## config.mk

```make
export PLATFORM = sky130hd
export DESIGN_NAME = scanner
export DESIGN_NICKNAME = d
export VERILOG_FILES = /design/src/hw/scan_pkg.sv /design/src/hw/scan_bus_if.sv /design/src/hw/addr_match.sv /design/src/hw/crc32_check.sv /design/src/hw/frame_sync.sv /design/src/hw/header_patt.sv /design/src/hw/ones_chksum.sv /design/src/hw/scanner.sv
export SDC_FILE = /design/constraint.sdc
export NUM_CORES = 1
export LEC_CHECK = 0
export ABC_CLOCK_PERIOD_IN_PS = 5000
export BUFFER_PORTS_ARGS = -buffer_cell sky130_fd_sc_hd__buf_2
export CORE_MARGIN = 5
export CORE_UTILIZATION = 50
export CTS_CLUSTER_DIAMETER = 50
export DETAILED_ROUTE_END_ITERATION = 12
export GPL_TIMING_DRIVEN = 0
export PLACE_DENSITY_LB_ADDON = 0.25
export SETUP_SLACK_MARGIN = 0.05
export SLEW_MARGIN = 40
export SYNTH_ARGS = -nofsm -noshare
export SYNTH_HDL_FRONTEND = slang
export SYNTH_HIERARCHICAL = 1
export SYNTH_SLANG_ARGS = --single-unit
```

## constraint.sdc

```tcl
create_clock -name clk -period 5 [get_ports clk]
set_input_delay 0.25 -clock clk [delete_from_list [all_inputs] [get_ports clk]]
set_output_delay 0.25 -clock clk [all_outputs]
set_load 0.03 [all_outputs]
```

## src/hw/scan_pkg.sv

```systemverilog
package scan_pkg;

	// Frame limits and GMII framing octets
	localparam logic [10:0] max_frame_len = 11'd1536;
	localparam logic [3:0]  ifg_min       = 4'd10;
	localparam logic [7:0]  oct_preamble  = 8'h55;
	localparam logic [7:0]  oct_sfd       = 8'hd5;

	// Frame category as reported in status bits 1:0
	localparam logic [1:0] cat_other = 2'd0;
	localparam logic [1:0] cat_arp   = 2'd1;
	localparam logic [1:0] cat_icmp  = 2'd2;
	localparam logic [1:0] cat_udp   = 2'd3;

	// Octet offsets after the start delimiter
	localparam logic [10:0] off_src_mac   = 11'd6;
	localparam logic [10:0] off_ethertype = 11'd12;
	localparam logic [10:0] off_ip_len    = 11'd16;
	localparam logic [10:0] off_ip_flags  = 11'd20;
	localparam logic [10:0] off_ttl       = 11'd22;
	localparam logic [10:0] off_proto     = 11'd23;
	localparam logic [10:0] off_ip_dst    = 11'd30;
	localparam logic [10:0] off_icmp_type = 11'd34;
	localparam logic [10:0] off_udp_src   = 11'd34;
	localparam logic [10:0] off_udp_dst   = 11'd36;
	localparam logic [10:0] off_arp_tpa   = 11'd38;
	localparam logic [10:0] off_udp_len   = 11'd38;

	// Header sizes
	localparam logic [10:0] eth_hdr_len = 11'd14;
	localparam logic [10:0] ip_hdr_len  = 11'd20;
	localparam logic [10:0] crc_len     = 11'd4;

	// Reflected Ethernet polynomial and good-frame residue
	localparam logic [31:0] crc_poly    = 32'hedb88320;
	localparam logic [31:0] crc_residue = 32'hdebb20e3;

	// Config memory: MAC at 0..5, IPv4 at 6..9
	localparam logic [10:0] cfg_mac_len = 11'd6;
	localparam logic [10:0] cfg_ip_len  = 11'd4;
	localparam logic [10:0] cfg_ip_lo   = 11'd16;
	localparam logic [10:0] cfg_ip_hi   = 11'd36;
	localparam logic [3:0]  cfg_ip_bias = 4'd8;

	// ARP request template from the ethertype up to the opcode
	localparam logic [0:9][7:0] arp_tmpl = {8'h08, 8'h06, 8'h00, 8'h01, 8'h08,
		8'h00, 8'h06, 8'h04, 8'h00, 8'h01};
	// IPv4 ethertype and version/IHL
	localparam logic [0:2][7:0] ip_tmpl = {8'h08, 8'h00, 8'h45};

	localparam logic [7:0] proto_icmp    = 8'h01;
	localparam logic [7:0] proto_udp     = 8'h11;
	localparam logic [7:0] icmp_echo_req = 8'h08;

endpackage

```

## src/hw/scan_bus_if.sv

```systemverilog
`timescale 1ns/1ps

// Counted octet stream from the framer to the checkers
interface scan_bus_if;
	// Octet count, runs while a frame is in the data state
	logic [10:0] cnt;
	// Octet one cycle behind eth_in, zero when not strobed
	logic [7:0]  data;
	// data holds a frame octet
	logic        gate;
	// data holds octet 0
	logic        first;
	// Cycle after the final octet, status is sampled here
	logic        last;

	modport src (
		output cnt, data, gate, first, last
	);

	modport sink (
		input cnt, data, gate, first, last
	);

endinterface

```

## src/hw/addr_match.sv

```systemverilog
`timescale 1ns/1ps

module addr_match import scan_pkg::*; (
	input  logic       clk,
	input  logic       rst_n,
	scan_bus_if.sink   bus,
	output logic [3:0] ip_a,
	input  logic [7:0] ip_d,
	output logic       pass_ethmac,
	output logic       pass_arpip,
	output logic       pass_ipdst,
	output logic       unicast_src,
	output logic       drop
);

	logic [10:0] idx;
	logic start, in_ip_win, ip_m;
	logic want_mac, want_arp, want_ip;

	// IP fields sit at 30..33 and 38..41, both land on 6..9 after the shift
	assign in_ip_win = bus.cnt >= cfg_ip_lo && bus.cnt <= cfg_ip_hi;
	assign ip_a = in_ip_win ? bus.cnt[3:0] + cfg_ip_bias : bus.cnt[3:0];

	// Memory answers one cycle later, next to the delayed octet
	assign idx  = bus.cnt - 11'd1;
	assign ip_m = ip_d == bus.data;

	assign start    = bus.cnt == 11'd0;
	assign want_mac = bus.gate && idx < cfg_mac_len;
	assign want_arp = bus.gate && idx >= off_arp_tpa && idx < off_arp_tpa + cfg_ip_len;
	assign want_ip  = bus.gate && idx >= off_ip_dst && idx < off_ip_dst + cfg_ip_len;

	// Match flags start optimistic and fall on any mismatch
	always_ff @(posedge clk or negedge rst_n) begin
		if (!rst_n) begin
			pass_ethmac <= 1'b0;
			pass_arpip  <= 1'b0;
			pass_ipdst  <= 1'b0;
			unicast_src <= 1'b0;
		end else if (start) begin
			pass_ethmac <= 1'b1;
			pass_arpip  <= 1'b1;
			pass_ipdst  <= 1'b1;
			unicast_src <= 1'b1;
		end else begin
			if (want_mac && !ip_m) pass_ethmac <= 1'b0;
			if (want_arp && !ip_m) pass_arpip <= 1'b0;
			if (want_ip && !ip_m) pass_ipdst <= 1'b0;
			// Group bit of the source MAC
			if (bus.gate && idx == off_src_mac) unicast_src <= ~bus.data[0];
		end
	end

	// Oversize frame ends the data state
	assign drop = bus.cnt >= max_frame_len;

endmodule

```

## src/hw/crc32_check.sv

```systemverilog
`timescale 1ns/1ps

module crc32_check import scan_pkg::*; (
	input  logic     clk,
	input  logic     rst_n,
	scan_bus_if.sink bus,
	output logic     crc_ok
);

	logic [31:0] crc_q;
	logic [31:0] crc_seed;

	// One octet of the reflected CRC, LSB first
	function automatic logic [31:0] crc_byte(input logic [31:0] c, input logic [7:0] d);
		logic [31:0] r;
		r = c;
		for (int i = 0; i < 8; i++) begin
			r = (r >> 1) ^ ((r[0] ^ d[i]) ? crc_poly : 32'd0);
		end
		return r;
	endfunction

	// Preset folds into the update of octet 0
	assign crc_seed = bus.first ? 32'hffffffff : crc_q;

	always_ff @(posedge clk or negedge rst_n) begin
		if (!rst_n) begin
			crc_q <= 32'hffffffff;
		end else if (bus.gate) begin
			crc_q <= crc_byte(crc_seed, bus.data);
		end
	end

	// FCS included so a good frame leaves the fixed residue
	assign crc_ok = crc_q == crc_residue;

endmodule

```

## src/hw/frame_sync.sv

```systemverilog
`timescale 1ns/1ps

module frame_sync import scan_pkg::*; (
	input  logic       clk,
	input  logic       rst_n,
	input  logic [7:0] eth_in,
	input  logic       eth_in_s,
	input  logic       enable_rx,
	scan_bus_if.src    bus,
	input  logic       drop,
	output logic [7:0] odata,
	output logic       odata_s,
	output logic       odata_f
);

	// One-hot receive states
	logic st_idle, st_pre, st_data, st_drop;
	logic [3:0] ifg_cnt;
	logic ifg_ok;
	logic [10:0] pack_cnt;
	logic data_v_d1, first_q, odata_s_q;
	logic [7:0] data_d1, data_d2;
	logic last;

	// Gap counted over idle cycles only, preamble octets hold it
	// Saturates at 12 and starts full out of reset
	assign ifg_ok = ifg_cnt >= ifg_min;
	always_ff @(posedge clk or negedge rst_n) begin
		if (!rst_n) begin
			ifg_cnt <= 4'd12;
		end else if (st_idle) begin
			ifg_cnt <= ifg_cnt + {3'd0, ~&ifg_cnt[3:2]};
		end else if (!st_pre) begin
			ifg_cnt <= 4'd0;
		end
	end

	always_ff @(posedge clk or negedge rst_n) begin
		if (!rst_n) begin
			st_idle <= 1'b1;
			st_pre  <= 1'b0;
			st_data <= 1'b0;
			st_drop <= 1'b0;
		end else begin
			// First octet must be preamble with the receiver enabled
			if (st_idle && eth_in_s) begin
				st_idle <= 1'b0;
				if (eth_in == oct_preamble && enable_rx) st_pre <= 1'b1;
				else st_drop <= 1'b1;
			end
			if (st_pre) begin
				if (eth_in_s && eth_in == oct_sfd) begin
					st_pre <= 1'b0;
					// Short gap ends up in drop
					if (ifg_ok) st_data <= 1'b1;
					else st_drop <= 1'b1;
				end else if (eth_in_s && eth_in != oct_preamble) begin
					st_pre  <= 1'b0;
					st_drop <= 1'b1;
				end else if (!eth_in_s) begin
					st_pre  <= 1'b0;
					st_idle <= 1'b1;
				end
			end
			if (st_data) begin
				if (!eth_in_s) begin
					st_data <= 1'b0;
					st_idle <= 1'b1;
				end else if (drop) begin
					st_data <= 1'b0;
					st_drop <= 1'b1;
				end
			end
			// Wait out the rest of a rejected frame
			if (st_drop && !eth_in_s) begin
				st_drop <= 1'b0;
				st_idle <= 1'b1;
			end
		end
	end

	// Octet counter and valid pipeline
	always_ff @(posedge clk or negedge rst_n) begin
		if (!rst_n) begin
			pack_cnt  <= 11'd0;
			data_v_d1 <= 1'b0;
			first_q   <= 1'b0;
			odata_s_q <= 1'b0;
		end else begin
			pack_cnt  <= st_data ? pack_cnt + 11'd1 : 11'd0;
			data_v_d1 <= st_data;
			first_q   <= st_data & ~data_v_d1;
			odata_s_q <= st_data & data_v_d1;
		end
	end

	// Two-stage octet delay
	always_ff @(posedge clk) begin
		data_d1 <= eth_in_s ? eth_in : 8'd0;
		data_d2 <= data_d1;
	end

	// st_data runs one cycle past the final octet
	assign last = data_v_d1 & ~st_data;

	assign bus.cnt   = pack_cnt;
	assign bus.data  = data_d1;
	assign bus.gate  = st_data & data_v_d1;
	assign bus.first = first_q;
	assign bus.last  = last;

	assign odata   = data_d2;
	assign odata_s = odata_s_q;
	assign odata_f = last;

endmodule

```

## src/hw/header_patt.sv

```systemverilog
`timescale 1ns/1ps

module header_patt import scan_pkg::*; (
	input  logic     clk,
	input  logic     rst_n,
	scan_bus_if.sink bus,
	output logic     pass_arp,
	output logic     pass_ip,
	output logic     pass_icmp,
	output logic     pass_udp,
	output logic     len_ok
);

	logic [10:0] idx, arp_pos, ip_pos;
	logic start;
	logic [7:0] data_prev;
	logic [15:0] ip_len, udp_len;
	logic [16:0] ip_end;
	logic arp_want, arp_hit, ip_want, ip_hit;
	logic icmp_want, icmp_hit, udp_want, udp_hit;
	logic ip_gate, icmp_gate, ip_ones, icmp_ones, icmp_end;
	logic arp_ok, ip_ok, icmp_ok, udp_ok;
	logic ip_sum_bad, icmp_sum_bad, udp_len_bad, len_ok_q;

	// Index of the octet on bus.data
	assign idx     = bus.cnt - 11'd1;
	assign start   = bus.cnt == 11'd0;
	assign arp_pos = idx - off_ethertype;
	assign ip_pos  = idx - off_ethertype;

	// First octet past the IP datagram
	assign ip_end = {1'b0, ip_len} + {6'd0, eth_hdr_len};

	always_comb begin
		arp_want  = idx >= off_ethertype && idx < off_ethertype + 11'd10;
		arp_hit   = bus.data == arp_tmpl[arp_pos[3:0]];
		ip_want   = 1'b0;
		ip_hit    = 1'b1;
		icmp_want = 1'b0;
		icmp_hit  = 1'b1;
		udp_want  = 1'b0;
		udp_hit   = 1'b1;
		// Ethertype 0800 and version/IHL 45
		if (idx >= off_ethertype && idx < off_ethertype + 11'd3) begin
			ip_want = 1'b1;
			ip_hit  = bus.data == ip_tmpl[ip_pos[1:0]];
		end
		// No fragments, DF may be set
		if (idx == off_ip_flags) begin
			ip_want = 1'b1;
			ip_hit  = (bus.data & 8'hbf) == 8'h00;
		end
		if (idx == off_ip_flags + 11'd1) begin
			ip_want = 1'b1;
			ip_hit  = bus.data == 8'h00;
		end
		// Expired packet
		if (idx == off_ttl) begin
			ip_want = 1'b1;
			ip_hit  = bus.data != 8'h00;
		end
		if (idx == off_proto) begin
			icmp_want = 1'b1;
			icmp_hit  = bus.data == proto_icmp;
			udp_want  = 1'b1;
			udp_hit   = bus.data == proto_udp;
		end
		// ICMP type and UDP source port share octet 34
		if (idx == off_icmp_type) begin
			icmp_want = 1'b1;
			icmp_hit  = bus.data == icmp_echo_req;
		end
		if (idx == off_icmp_type + 11'd1) begin
			icmp_want = 1'b1;
			icmp_hit  = bus.data == 8'h00;
		end
		// Source ports below 1024 are refused to avoid echo loops
		if (idx == off_udp_src) begin
			udp_want = 1'b1;
			udp_hit  = bus.data[7:2] != 6'd0;
		end
		if (idx == off_udp_dst + 11'd1) begin
			udp_want = 1'b1;
			udp_hit  = {data_prev, bus.data} != 16'd0;
		end
	end

	// Previous octet for 16-bit fields
	always_ff @(posedge clk) begin
		if (bus.gate) data_prev <= bus.data;
	end

	// IP total length and UDP length
	always_ff @(posedge clk or negedge rst_n) begin
		if (!rst_n) begin
			ip_len  <= 16'd0;
			udp_len <= 16'd0;
		end else if (bus.gate) begin
			if (idx == off_ip_len + 11'd1) ip_len <= {data_prev, bus.data};
			if (idx == off_udp_len + 11'd1) udp_len <= {data_prev, bus.data};
		end
	end

	// IP header window and ICMP window up to the datagram end
	assign ip_gate = bus.gate && idx >= eth_hdr_len && idx < eth_hdr_len + ip_hdr_len;
	assign icmp_gate = bus.gate && idx >= off_icmp_type && {6'd0, idx} < ip_end;
	assign icmp_end = {6'd0, idx} == ip_end && idx > off_icmp_type;

	ones_chksum u_ip_sum (
		.clk      (clk),
		.rst_n    (rst_n),
		.clear    (bus.first),
		.gate     (ip_gate),
		.din      (bus.data),
		.all_ones (ip_ones)
	);

	ones_chksum u_icmp_sum (
		.clk      (clk),
		.rst_n    (rst_n),
		.clear    (bus.first),
		.gate     (icmp_gate),
		.din      (bus.data),
		.all_ones (icmp_ones)
	);

	always_ff @(posedge clk or negedge rst_n) begin
		if (!rst_n) begin
			arp_ok       <= 1'b0;
			ip_ok        <= 1'b0;
			icmp_ok      <= 1'b0;
			udp_ok       <= 1'b0;
			ip_sum_bad   <= 1'b0;
			icmp_sum_bad <= 1'b0;
			udp_len_bad  <= 1'b0;
		end else if (start) begin
			arp_ok       <= 1'b1;
			ip_ok        <= 1'b1;
			icmp_ok      <= 1'b1;
			udp_ok       <= 1'b1;
			ip_sum_bad   <= 1'b0;
			icmp_sum_bad <= 1'b0;
			udp_len_bad  <= 1'b0;
		end else begin
			if (bus.gate && arp_want && !arp_hit) arp_ok <= 1'b0;
			if (bus.gate && ip_want && !ip_hit) ip_ok <= 1'b0;
			if (bus.gate && icmp_want && !icmp_hit) icmp_ok <= 1'b0;
			if (bus.gate && udp_want && !udp_hit) udp_ok <= 1'b0;
			// Sums are complete one octet after their window
			if (idx == eth_hdr_len + ip_hdr_len) ip_sum_bad <= ~ip_ones;
			if (icmp_end) icmp_sum_bad <= ~icmp_ones;
			// UDP datagram has to fit in the IP payload
			if (idx == off_udp_len + 11'd2) begin
				udp_len_bad <= {1'b0, ip_len} < {1'b0, udp_len} + {6'd0, ip_hdr_len};
			end
		end
	end

	// Frame long enough for the whole datagram plus FCS
	always_ff @(posedge clk or negedge rst_n) begin
		if (!rst_n) begin
			len_ok_q <= 1'b0;
		end else if (bus.gate) begin
			len_ok_q <= {6'd0, bus.cnt} >= ip_end + {6'd0, crc_len};
		end
	end

	assign pass_arp  = arp_ok;
	assign pass_ip   = ip_ok & ~ip_sum_bad;
	assign pass_icmp = icmp_ok & ~icmp_sum_bad;
	assign pass_udp  = udp_ok & ~udp_len_bad;
	assign len_ok    = len_ok_q;

endmodule

```

## src/hw/ones_chksum.sv

```systemverilog
`timescale 1ns/1ps

module ones_chksum (
	input  logic       clk,
	input  logic       rst_n,
	input  logic       clear,
	input  logic       gate,
	input  logic [7:0] din,
	output logic       all_ones
);

	logic [15:0] sum;
	logic hi_next;
	logic [16:0] add;

	// Even octets go to the high byte, odd ones to the low byte
	assign add = {1'b0, sum} + (hi_next ? {1'b0, din, 8'h00} : {9'd0, din});

	always_ff @(posedge clk or negedge rst_n) begin
		if (!rst_n) begin
			sum     <= 16'd0;
			hi_next <= 1'b1;
		end else if (clear) begin
			sum     <= 16'd0;
			hi_next <= 1'b1;
		end else if (gate) begin
			// End-around carry cannot overflow a second time
			sum     <= add[15:0] + {15'd0, add[16]};
			hi_next <= ~hi_next;
		end
	end

	// Correct checksum field leaves negative zero
	assign all_ones = &sum;

endmodule

```

## src/hw/scanner.sv

```systemverilog
`timescale 1ns/1ps

module scanner import scan_pkg::*; (
	input  logic        clk,
	input  logic        rst_n,
	input  logic [7:0]  eth_in,
	input  logic        eth_in_s,
	input  logic        enable_rx,
	output logic [3:0]  ip_a,
	input  logic [7:0]  ip_d,
	output logic        busy,
	output logic        keep,
	output logic [7:0]  odata,
	output logic        odata_s,
	output logic        odata_f,
	output logic        status_valid,
	output logic [7:0]  status_vec,
	output logic [10:0] pack_len
);

	scan_bus_if bus ();

	logic drop, pass_ethmac, pass_arpip, pass_ipdst, unicast_src;
	logic pass_arp, pass_ip, pass_icmp, pass_udp, len_ok, crc_ok;
	logic arp_all, ip_all, icmp_all, udp_all;
	logic cand_arp, cand_icmp, cand_udp;
	logic [1:0] category;
	logic [7:0] status_now, status_q;
	logic [10:0] len_now, len_q;
	logic busy_q, keep_q;

	frame_sync u_sync (
		.clk       (clk),
		.rst_n     (rst_n),
		.eth_in    (eth_in),
		.eth_in_s  (eth_in_s),
		.enable_rx (enable_rx),
		.bus       (bus.src),
		.drop      (drop),
		.odata     (odata),
		.odata_s   (odata_s),
		.odata_f   (odata_f)
	);

	addr_match u_addr (
		.clk         (clk),
		.rst_n       (rst_n),
		.bus         (bus.sink),
		.ip_a        (ip_a),
		.ip_d        (ip_d),
		.pass_ethmac (pass_ethmac),
		.pass_arpip  (pass_arpip),
		.pass_ipdst  (pass_ipdst),
		.unicast_src (unicast_src),
		.drop        (drop)
	);

	header_patt u_patt (
		.clk       (clk),
		.rst_n     (rst_n),
		.bus       (bus.sink),
		.pass_arp  (pass_arp),
		.pass_ip   (pass_ip),
		.pass_icmp (pass_icmp),
		.pass_udp  (pass_udp),
		.len_ok    (len_ok)
	);

	crc32_check u_crc (
		.clk    (clk),
		.rst_n  (rst_n),
		.bus    (bus.sink),
		.crc_ok (crc_ok)
	);

	// Each category needs a good CRC and a unicast sender
	assign arp_all  = unicast_src & crc_ok & pass_arp & pass_arpip;
	assign ip_all   = unicast_src & crc_ok & pass_ethmac & pass_ip & pass_ipdst & len_ok;
	assign icmp_all = ip_all & pass_icmp;
	assign udp_all  = ip_all & pass_udp;
	assign category = udp_all ? cat_udp : icmp_all ? cat_icmp : arp_all ? cat_arp : cat_other;

	// No port CAM here so bits 7:5 stay zero
	assign status_now = {3'b000, ip_all, pass_ethmac, crc_ok, category};
	// Count is two past the final octet in the status cycle
	assign len_now = bus.cnt - 11'd2;

	// Hold the summary until the next frame reports
	always_ff @(posedge clk or negedge rst_n) begin
		if (!rst_n) begin
			status_q <= 8'd0;
			len_q    <= 11'd0;
		end else if (bus.last) begin
			status_q <= status_now;
			len_q    <= len_now;
		end
	end

	assign status_valid = bus.last;
	assign status_vec   = bus.last ? status_now : status_q;
	assign pack_len     = bus.last ? len_now : len_q;

	// Candidates from the templates alone, before checksums and CRC are known
	assign cand_arp  = unicast_src & pass_arp;
	assign cand_icmp = unicast_src & pass_ethmac & pass_ip & pass_icmp;
	assign cand_udp  = unicast_src & pass_ethmac & pass_ip & pass_udp;

	// busy trails odata_s by a cycle, keep lands on its final octet
	always_ff @(posedge clk or negedge rst_n) begin
		if (!rst_n) begin
			busy_q <= 1'b0;
			keep_q <= 1'b0;
		end else begin
			busy_q <= odata_s & (cand_arp | cand_icmp | cand_udp);
			keep_q <= odata_s & (category != cat_other);
		end
	end

	assign busy = busy_q;
	assign keep = keep_q;

endmodule

```

==> results.py, run 1 <==
metrics = {
    "status": {
        "status": "complete, no violations",
    },
    "clocking": {
        "root_buffer": "clkbuf_16",
        "clk_path_buf_depth": 2,
        "htree_levels": 4,
        "numClockSinks": 177,
        "clock_latency_ns": 0.44,
        "clkSlewWorstSetupHoldPaths_ns": 0.07,
        "cts_tree": "done",
        "cts_buffers": 17,
    },
    "timing": {
        "hold_viol_final": 0,
        "max_freq_mhz": 209,
        "slew_headroom_pct": 43.7,
        "setup_violations": 0,
        "skew_ns": 0.0161,
        "rsz0062_at_grt": "false",
        "finalCriticalPeriod_ns": 4.79,
        "slew_violations": 0,
        "finalCritPeriodShare_pct": 95.7,
        "tightestPinTransition_ns": 0.838,
        "holdWs_ns": 0.0391,
    },
    "place": {
        "dpl.hpwl_microns": 26300,
        "post_dp_cell_area_sq_um": 14800,
        "dp_cells": 1926,
        "port_buffers": 55,
        "place_congestion": 0.920,
    },
    "global_route": {
        "grt_pass1_wl_microns": 59900,
        "grt_pass1_vias": 11300,
        "grt_max_degree": 58,
        "grt_overflow": 0,
        "grt_usage_pct": 23.4,
        "antenna_found_initial": 0,
    },
    "yosys": {
        "synth_top_flop_cell": "dfrtp_1",
        "synth-seq-cells": 177,
        "syn_nets": 1604,
        "synthArstFlopShare_pct": 86.4,
        "syn_inst": 1491,
        "yosys.area.top_type_share_pct": 20.7,
        "yosysTopAreaCell": "dfrtp_1",
        "synth.distinct_cells": 110,
        "synth_area_leaders": "dfrtp_1 21%, ha_1 8.1%, xnor2_1 7.1%",
        "yosysSeqAreaShare_pct": 31.6,
        "synth_edf_count": 8,
        "avgSynthCellArea_sq_um": 9.40,
        "ys_warn_count": 6,
        "synth_area_sq_um": 14000,
    },
    "pwr": {
        "swShare_pct": 28.2,
        "intPower_mw": 2.55,
        "peakVddDrop_mv": 0.201,
        "power_density_nw_per_um2": 228,
        "switchingPower_mw": 1.00,
        "pwr-share-comb_pct": 17.4,
        "leakagePower_nw": 6.50,
        "seq_power_share_pct": 44.0,
        "pwr-share-clk_pct": 38.6,
    },
    "routing": {
        "vias": 11700,
        "routed_wl_microns": 36300,
        "drc": 0,
        "wire_per_inst_microns": 18.5,
        "final_antenna_net_count": 0,
        "drt-initial-drc-count": 1031,
        "vias_per_cell": 5.94,
        "dr.pass1.iters": 7,
    },
    "worst_setup_path": {
        "worstPathCellList": "clkbuf_4 -> nor2b_1 -> ha_2 -> inv_1 -> fa_2 -> nor2b_4 -> o31ai_2 -> a21oi_4 -> a211o_1 -> a21oi_1 -> o21ai_1 -> a21o_1 -> ha_1 -> nor2b_2 -> and2_4 -> nand3_2 -> nand3b_1 -> or3_1 -> clkbuf_2 -> or4_1 -> a311oi_2",
        "cp-start-kind": "register",
        "arrival_ns": 5.11,
        "cp.required_ns": 5.33,
        "crit_fanout": 10,
        "ff2ff_setup_slack_ns": 0.21,
        "crit_path_end_kind": "register",
        "worst-path-buf-inv": 3,
        "slowest_stage": "or4_1",
        "cp_top_family": "simple AND/OR/NAND/NOR gates",
        "crit_path_max_incr_delay_ns": 0.49,
        "path_class": "register to register",
    },
    "die": {
        "top_level_ports": 56,
        "core_sq_um": 27700,
        "die_h_microns": 177,
        "initial_core_util_pct": 50.6,
        "dieWidth_microns": 177,
        "rows": 61,
        "die_area_sq_um": 31500,
    },
    "finish": {
        "final_area_sq_um": 15500,
        "drive_above_1_share_pct": 19.2,
        "fin_nets": 1686,
        "layout.cells.non_filler": 1965,
        "finish.utilization_pct": 56.1,
        "syn_to_final_growth_pct": 10.9,
    },
    "job": {
        "drv_cap": 0,
    },
    "min_path": {
        "hold_class": "input port to register",
    },
}
==> Yosys cell counts (15+ instances only) <==
master	instances
mux2_2	44
nor2_1	162
nand2_1	67
a21o_1	17
mux2i_1	18
a21oi_1	54
nand4_1	23
nor2b_1	43
xnor2_1	113
and2_1	40
dfstp_2	37
nor3_1	30
dfrtp_1	116
or4_1	17
a211oi_1	34
xor2_1	54
nor4_1	29
inv_1	63
nand2b_1	15
dfxtp_1	16
a31oi_1	25
ha_1	91
clkbuf_1	27
o21ai_0	39
nand3_1	31
==> layout make-up <==
class,instances,area (sq um)
Fill cell,2449,12200
Buffer,59,350
Timing Repair Buffer,63,388
Clock buffer,23,520
Sequential cell,177,4450
Antenna cell,1,2.50
Multi-Input combinational cell,1192,9040
Tap cell,378,473
Clock inverter,9,81.3
Inverter,63,236
==> per-layer routing <==
layer / up-vias / GRT usage (%) / share of wire, %
met5: - / 0 / 0
met4: 0 / 5.25 / 1.4
met3: 42 / 2.83 / 5.3
li1: 5597 / - / -
met1: 5685 / 32.8 / 45
met2: 348 / 38.9 / 48
==> sequential cells by signal (all words and copies together) (netlist names), 11 cells and up <==
name                   flops
u_patt/u_ip_sum/sum       16
u_patt/udp_len            16
u_sync/bus.cnt            11
u_patt/u_icmp_sum/sum     16
u_crc/crc_q               32
u_patt/ip_len             16
len_q                     11
==> worst reg2reg max path, cell delays in order, from the launching register on <==
cell and delay [ns]:
dfstp_2 0.43, clkbuf_4 0.20, nor2b_1 0.16, ha_2 0.23, inv_1 0.06, fa_2 0.37, nor2b_4 0.16, o31ai_2 0.12
a21oi_4 0.20, a211o_1 0.16, a21oi_1 0.09, o21ai_1 0.14, a21o_1 0.18, ha_1 0.15, nor2b_2 0.17, and2_4 0.18
nand3_2 0.12, nand3b_1 0.25, or3_1 0.36, clkbuf_2 0.15, or4_1 0.49, a311oi_2 0.29
==> layout by cell type (no fill, tap or decap), drive strengths merged, types with 31 or more instances in the layout <==
cell and instances:
a211oi 38, a21oi 56, and2 41, buf 86, clkbuf 58, dfrtp 116, dfstp 37, ha 91
inv 70, mux2 54, nand2 67, nand3 35, nor2 163, nor2b 45, nor3 34, nor4 31
o21ai 47, xnor2 118, xor2 57
==> timing repair <==
| item | in CTS | in global routing |
|---|---|---|
| hold buffers | 1 | 0 |
| endpoints found under the hold margin | 44 | 0 |
| setup buffers | 2 | 3 |
| pin swaps | 2 | 2 |
| setup endpoints to repair | 7 | 3 |
| gates resized for setup | 9 | 10 |
==> path summary, 6_finish.rpt <==
check	from	to	depth (start not counted)
setup / recovery	u_patt/u_icmp_sum/hi_next	u_patt/u_icmp_sum/sum[15]	21
hold / removal	eth_in[0]	u_sync/bus.data[0]	2
setup reg to reg	u_patt/u_icmp_sum/hi_next	u_patt/u_icmp_sum/sum[15]	21
hold reg to reg	u_sync/data_v_d1	u_sync/bus.first	1
max in group asynchronous	rst_n	u_crc/crc_q[7]	3
min in group asynchronous	rst_n	status_q[6]	2
==> metrics by stage <==
stage | power, mW | setup TNS, ns | worst slack [ns]
2_1_floorplan | 2.04 | 0 | 0.495
3_3_place_gp | 2.17 | -1.16 | -0.440
3_5_place_dp | 2.20 | -1.43 | -0.499
4_1_cts | 3.57 | 0 | 0.0461
5_1_grt | 3.70 | 0 | 0.0210
6_report | 3.55 | 0 | 0.215
==> logic make-up (layout without fill, tap and decap cells) <==
kind of cell,Yosys count,in the layout,share of synthesized area (%)
other,0,1,0
buffers and inverters,122,217,4.13
muxes,72,72,5.89
xor gates and xnor gates,179,179,12.2
AOI/OAI and AO/OA,295,295,15.6
DFF,177,177,31.6
and+or+nand+nor,553,553,22.1
adders and majority gates,93,93,8.41
==> power groups by stage <==
stage	clock network, mW	logic (mW)	registers, mW
floorplan	0	0.473	1.56
global placement	0	0.590	1.58
detailed placement	0	0.611	1.59
CTS	1.39	0.617	1.56
global route	1.46	0.676	1.57
finish	1.37	0.615	1.56
Power figures use the tool's default switching activity.
==> inputs of run 2 (changes only) <==
--- a/config.mk
+++ b/config.mk
@@ -6,11 +6,11 @@
 export NUM_CORES = 1
 export LEC_CHECK = 0
 export ABC_CLOCK_PERIOD_IN_PS = 5000
-export BUFFER_PORTS_ARGS = -buffer_cell sky130_fd_sc_hd__buf_2
 export CORE_MARGIN = 5
 export CORE_UTILIZATION = 50
 export CTS_CLUSTER_DIAMETER = 50
 export DETAILED_ROUTE_END_ITERATION = 12
+export DONT_BUFFER_PORTS = 1
 export GPL_TIMING_DRIVEN = 0
 export PLACE_DENSITY_LB_ADDON = 0.25
 export SETUP_SLACK_MARGIN = 0.05
==> run 2 against run 1 <==
Compared with the run above: total power fell by 1.6%; sequential cell count did not move; count of clock-buffer cells in the layout fell by 5; cell count fell by 2.3%; critical path depth did not move; highest routed layer unchanged.
==> results.py, run 2 (synthesis gave the netlist of run 1 again) <==
metrics = {
    "status": {
        "status": "complete, no violations",
    },
    "worst_setup_path": {
        "crit_path_end_kind": "register",
        "cp-start-kind": "register",
        "arrival_ns": 5.06,
        "cp.required_ns": 5.34,
        "crit_fanout": 10,
        "path_class": "register to register",
        "ff2ff_setup_slack_ns": 0.28,
    },
    "finish": {
        "syn_to_final_growth_pct": 9.48,
        "fin_nets": 1642,
        "seqCellArea_sq_um": 4450,
        "largest_register_ffs": 32,
        "fillers": 2481,
        "final_cell_mix": "162 x nor2_1, 113 x xnor2_1, 113 x dfrtp_1, 88 x ha_1, 67 x nand2_1",
        "diodes": 0,
        "final_common_cell": "nor2_1",
        "drive_above_1_share_pct": 16.6,
        "top_register": "u_crc/crc_q",
        "multi_input_area_sq_um": 9050,
        "final_area_sq_um": 15300,
    },
    "global_route": {
        "antenna_found_initial": 0,
        "grt_usage_pct": 23.2,
        "grtUsageMet1_pct": 32.3,
        "grt_pass1_wl_microns": 58900,
        "grt_pass1_vias": 11100,
        "use_met2_pct": 38.6,
        "grt_max_degree": 154,
        "busiest_layer": "met2",
        "use_met3_pct": 3.37,
        "grt_overflow": 0,
    },
    "place": {
        "place_ws_ns": -0.296,
        "dpl.hpwl_microns": 25600,
        "post_dp_cell_area_sq_um": 14500,
        "port_buffers": 0,
        "place_congestion": 0.911,
    },
    "die": {
        "initial_core_util_pct": 50.6,
        "rows": 61,
        "top_level_ports": 56,
        "core_sq_um": 27700,
        "dieWidth_microns": 177,
        "die_h_microns": 177,
        "die_area_sq_um": 31500,
    },
    "routing": {
        "drc": 0,
        "vias_per_cell": 5.97,
        "drt-initial-drc-count": 917,
        "routed_wl_microns": 36300,
        "dr.pass1.iters": 7,
        "final_antenna_net_count": 0,
        "wire_per_inst_microns": 18.9,
        "vias": 11500,
    },
    "pwr": {
        "leakagePower_nw": 6.26,
        "peakVddDrop_mv": 0.216,
        "pwr-share-clk_pct": 38.1,
        "switchingPower_mw": 1.03,
        "swShare_pct": 29.5,
        "intPower_mw": 2.46,
        "power_density_nw_per_um2": 227,
        "seq_power_share_pct": 44.9,
        "pwr-share-comb_pct": 17.0,
    },
    "clocking": {
        "htree_levels": 4,
        "cts_tree": "done",
        "clkSlewWorstSetupHoldPaths_ns": 0.08,
        "root_buffer": "clkbuf_16",
        "numClockSinks": 177,
        "clk_path_buf_depth": 2,
        "cts_buffers": 17,
        "clock_latency_ns": 0.44,
    },
    "timing": {
        "max_freq_mhz": 212,
        "final.setup.worst_slack_ns": 0.278,
        "hold_viol_final": 0,
        "tightestPinTransition_ns": 1.01,
        "finalSetupTns_ns": 0,
        "holdWs_ns": 0.0147,
        "finalCriticalPeriod_ns": 4.72,
        "skew_ns": 0.0128,
        "setup_violations": 0,
        "rsz0062_at_grt": "true",
        "finalCritPeriodShare_pct": 94.4,
        "slew_violations": 0,
        "slew_headroom_pct": 31.7,
    },
    "min_path": {
        "hold_class": "input port to register",
    },
    "job": {
        "drv_cap": 0,
    },
}
run 2: worst max-delay path: stages, from the launching register on:
cell	delay, ns
dfstp_2	0.44
buf_2	0.21
nor2b_2	0.13
ha_2	0.19
inv_1	0.05
fa_2	0.37
nor2b_4	0.16
o31ai_2	0.11
a21oi_4	0.19
a211o_1	0.15
a21oi_1	0.09
o21ai_0	0.19
a21o_1	0.18
ha_1	0.15
nor2b_2	0.17
and2_4	0.18
nand3_2	0.12
nand3b_1	0.23
or3_1	0.35
clkbuf_2	0.15
or4_1	0.50
a311oi_2	0.29
run 2: through the flow:
| stage | power [mW] | instances | utilization [%] |
|---|---|---|---|
| floorplan | 2.04 | 1491 | - |
| global placement | 2.13 | 1869 | 52.3 |
| detailed placement | 2.14 | 1871 | 52.4 |
| CTS | 3.51 | 1916 | 55.1 |
| global route | 3.63 | 1920 | 55.4 |
| finish | 3.49 | 1920 | 55.4 |
run 2: path summary, 6_finish.rpt:
path | depth (start not counted) | startpoint | endpoint
max in group asynchronous | 3 | rst_n | u_crc/crc_q[22]
worst max-delay path | 21 | u_patt/u_icmp_sum/hi_next | u_patt/u_icmp_sum/sum[15]
min in group asynchronous | 2 | rst_n | status_q[6]
worst max register to register | 21 | u_patt/u_icmp_sum/hi_next | u_patt/u_icmp_sum/sum[15]
worst min-delay path | 2 | eth_in[3] | u_sync/st_pre
worst min register to register | 1 | u_sync/data_v_d1 | u_sync/bus.first
run 2: final cells by class:
| class | count | share of cell area [%] |
|---|---|---|
| clock buffers | 18 | 2.86 |
| multi-input cells | 1192 | 59.0 |
| flip-flops and latches | 177 | 29.0 |
| inverters | 63 | 1.54 |
| repair buffers | 19 | 1.31 |
| clock inverters | 14 | 0.946 |
| plain buffers | 59 | 2.27 |
| well taps | 378 | 3.08 |
run 2: metal layers:
metal / routed length [microns] / part of all wire (%)
met3: 1680 / 4.6
met5: 0 / 0
met1: 16700 / 46
met2: 17500 / 48
met4: 490 / 1.4
run 2: repair_timing:
action | CTS | global route
setup endpoints to repair | 4 | 4
hold buffers | 11 | 0
pin swaps | 2 | 3
buffers inserted | 2 | 3
hold endpoints to repair | 165 | 0
gates resized for setup | 9 | 12
cloned | 0 | 0
run 2: power by group through the flow:
stage          sequential [mW]  combinational [mW]  clock (mW)
2_1_floorplan             1.56               0.473           0
3_3_place_gp              1.59               0.537           0
3_5_place_dp              1.59               0.550           0
4_1_cts                   1.57               0.590        1.35
5_1_grt                   1.57               0.647        1.41
6_report                  1.57               0.594        1.33
==> inputs of run 3 (changes only) <==
--- a/config.mk
+++ b/config.mk
@@ -5,6 +5,7 @@
 export SDC_FILE = /design/constraint.sdc
 export NUM_CORES = 1
 export LEC_CHECK = 0
+export ABC_AREA = 1
 export ABC_CLOCK_PERIOD_IN_PS = 5000
 export CORE_MARGIN = 5
 export CORE_UTILIZATION = 50
==> constraint.sdc (replaced) <==
create_clock -name clk -period 5 [get_ports clk]
set_input_delay 0.25 -clock clk [delete_from_list [all_inputs] [get_ports clk]]
set_output_delay 0.25 -clock clk [all_outputs]
set_load 0.02 [all_outputs]
==> run 3 against run 2 <==
Compared with the run above: global-route usage increased by 1.4 points; clock skew rose by 0.0010 ns; sequential share of layout area decreased by 2.4 points; die area rose by 9.5%; critical endpoint is now u_patt/u_icmp_sum/sum[5].
==> results.py, run 3 <==
metrics = {
    "status": {
        "status": "complete, no violations",
    },
    "finish": {
        "final_cell_mix": "730 x nand2_1, 304 x inv_1, 214 x nor2_1, 166 x nand3_1, 116 x dfrtp_1",
        "seqCellArea_sq_um": 4440,
        "final_area_sq_um": 16700,
        "drive_above_1_share_pct": 13.7,
        "top_register": "u_crc/crc_q",
        "multi_input_area_sq_um": 9470,
        "syn_to_final_growth_pct": 8.08,
        "diodes": 0,
        "fillers": 2917,
        "finish.utilization_pct": 54.6,
        "fin_nets": 2438,
        "final_common_cell": "nand2_1",
        "largest_register_ffs": 32,
        "layout.cells.non_filler": 2734,
    },
    "routing": {
        "wl_met3_microns": 2110,
        "routed_wl_microns": 42000,
        "dr.pass1.iters": 6,
        "drt-met1-wl_microns": 18800,
        "highest_layer": "met4",
        "drt-initial-drc-count": 1059,
        "wl_met2_microns": 20100,
        "drc": 0,
        "wire_per_inst_microns": 15.4,
        "vias": 14700,
        "vias_per_cell": 5.37,
        "final_antenna_net_count": 0,
    },
    "timing": {
        "holdWs_ns": 0.0686,
        "tightestPinTransition_ns": 0.849,
        "slew_violations": 0,
        "max_freq_mhz": 224,
        "finalCriticalPeriod_ns": 4.47,
        "final.setup.worst_slack_ns": 0.530,
        "finalCritPeriodShare_pct": 89.4,
        "finalSetupTns_ns": 0,
        "setup_violations": 0,
        "hold_viol_final": 0,
        "slew_headroom_pct": 43.3,
        "rsz0062_at_grt": "false",
        "skew_ns": 0.0138,
    },
    "global_route": {
        "grt_usage_pct": 24.6,
        "grt_max_degree": 154,
        "grt_pass1_wl_microns": 69000,
        "grt_pass1_vias": 14000,
        "grt_overflow": 0,
        "antenna_found_initial": 0,
    },
    "worst_setup_path": {
        "r2r-end": "u_patt/u_icmp_sum/sum[5]",
        "crit_start": "u_sync/bus.cnt[0]",
        "slowest_stage": "dfrtp_1",
        "ff2ff_setup_slack_ns": 0.53,
        "path_class": "register to register",
        "crit_fanout": 18,
        "worst-path-buf-inv": 3,
        "crit_path_end_kind": "register",
        "crit_path_max_incr_delay_ns": 0.87,
        "arrival_ns": 4.78,
        "crit_end": "u_patt/u_icmp_sum/sum[5]",
        "cp.required_ns": 5.31,
        "r2r-start": "u_sync/bus.cnt[0]",
        "worstPathCellList": "inv_2 -> ha_1 -> ha_1 -> inv_1 -> ha_1 -> a21oi_1 -> o21ai_0 -> a21oi_1 -> o21ai_0 -> nand3_1 -> nand2_1 -> a211oi_2 -> nor2_1 -> clkbuf_1 -> nand2_1 -> o21ai_0",
        "cp_top_family": "adder cells",
        "cp.depth": 16,
        "cp-start-kind": "register",
        "r2r_cells": 16,
    },
    "yosys": {
        "yosys.cell_count.top_type": "nand2_1",
        "ys_warn_count": 6,
        "yosys.area.top_type_share_pct": 18.8,
        "synth-seq-cells": 177,
        "synth.distinct_cells": 69,
        "avgSynthCellArea_sq_um": 6.73,
        "synth_edf_count": 8,
        "yosysTopAreaCell": "dfrtp_1",
        "synth_common_cells": "730 x nand2_1, 305 x inv_1, 214 x nor2_1",
        "synth_area_sq_um": 15400,
        "synth_top_flop_cell": "dfrtp_1",
        "yosysSeqAreaShare_pct": 28.8,
        "synthArstFlopShare_pct": 86.4,
        "synth_area_leaders": "dfrtp_1 19%, nand2_1 18%, inv_1 7.4%",
        "syn_inst": 2293,
        "syn_nets": 2406,
    },
    "clocking": {
        "ctsResizeCount": 0,
        "post_cts.repair.setup_buffers": 0,
        "cts_buffers": 17,
        "htree_levels": 4,
        "hold_buffers": 12,
        "clk_path_buf_depth": 2,
        "root_buffer": "clkbuf_16",
        "cts_tree": "done",
        "numClockSinks": 177,
        "clock_latency_ns": 0.45,
        "clkSlewWorstSetupHoldPaths_ns": 0.08,
    },
    "pwr": {
        "leakagePower_nw": 8.48,
        "power_density_nw_per_um2": 185,
        "power_mw": 3.08,
        "peakVddDrop_mv": 0.237,
    },
    "place": {
        "port_buffers": 0,
        "place_ws_ns": 0.298,
        "post_dp_cell_area_sq_um": 15900,
        "dpl.hpwl_microns": 31400,
        "dp_cells": 2689,
        "place_congestion": 0.896,
    },
    "die": {
        "die_h_microns": 186,
        "die_area_sq_um": 34500,
        "top_level_ports": 56,
        "dieWidth_microns": 186,
        "rows": 64,
        "initial_core_util_pct": 50.5,
        "core_sq_um": 30500,
    },
    "min_path": {
        "hold_class": "input port to register",
    },
    "job": {
        "drv_cap": 0,
    },
}
==> run 3: cell count changes after synthesis, sizes merged, moves of 33 or more <==
cell / change
a211oi: -36
and2: -37
inv: +276
mux2: -54
nand2: +742
nand3: +143
nand4: +33
nor2: +103
nor2b: -45
o21ai: +54
xnor2: -91
==> run 3: cell families after synthesis <==
kind of cell,synth area share (%)
AOI/OAI and AO/OA,7.63
xor gates and xnor gates,5.52
adders and majority gates,7.64
buffers and inverters,9.93
DFF,28.8
and+or+nand+nor,40.5
==> run 3: final cells by class <==
| class | instances | share of cell area (%) |
|---|---|---|
| buffer | 35 | 1.39 |
| clock buffer | 18 | 2.57 |
| clock inverter | 14 | 0.796 |
| inverter | 345 | 7.80 |
| multi-input combinational | 1736 | 56.8 |
| sequential | 177 | 26.6 |
| tap | 396 | 2.97 |
| timing repair buffer | 13 | 0.991 |
==> run 3: worst min-delay path by stage <==
stage,startpoint,end,depth (start not counted)
after global routing,eth_in[6],u_sync/st_data,4
after detailed placement,rst_n,u_sync/bus.cnt[8],0
final,eth_in[6],u_sync/st_data,4
after CTS,eth_in[6],u_sync/st_data,4
after floorplan,rst_n,busy,0
after global placement,rst_n,u_sync/bus.cnt[5],0
==> run 3: power breakdown <==
group          switching, mW  internal [mW]
Sequential            0.0396           1.46
Clock                  0.652          0.665
Combinational          0.175         0.0925
==> run 3: routing by layer <==
metal,vias to the layer above,GRT usage [%]
met1,6860,32.8
li1,7338,-
met3,75,3.07
met4,0,7.46
met2,413,41.9
met5,-,0
==> run 3: worst register-to-register path, delay by kind of cell (launching register included) <==
kind	cells	cell delay, ns
simple gates	4	0.52
flops	1	0.87
compound gates	6	1.01
buf+inv	3	0.71
fa+ha+maj	3	1.22
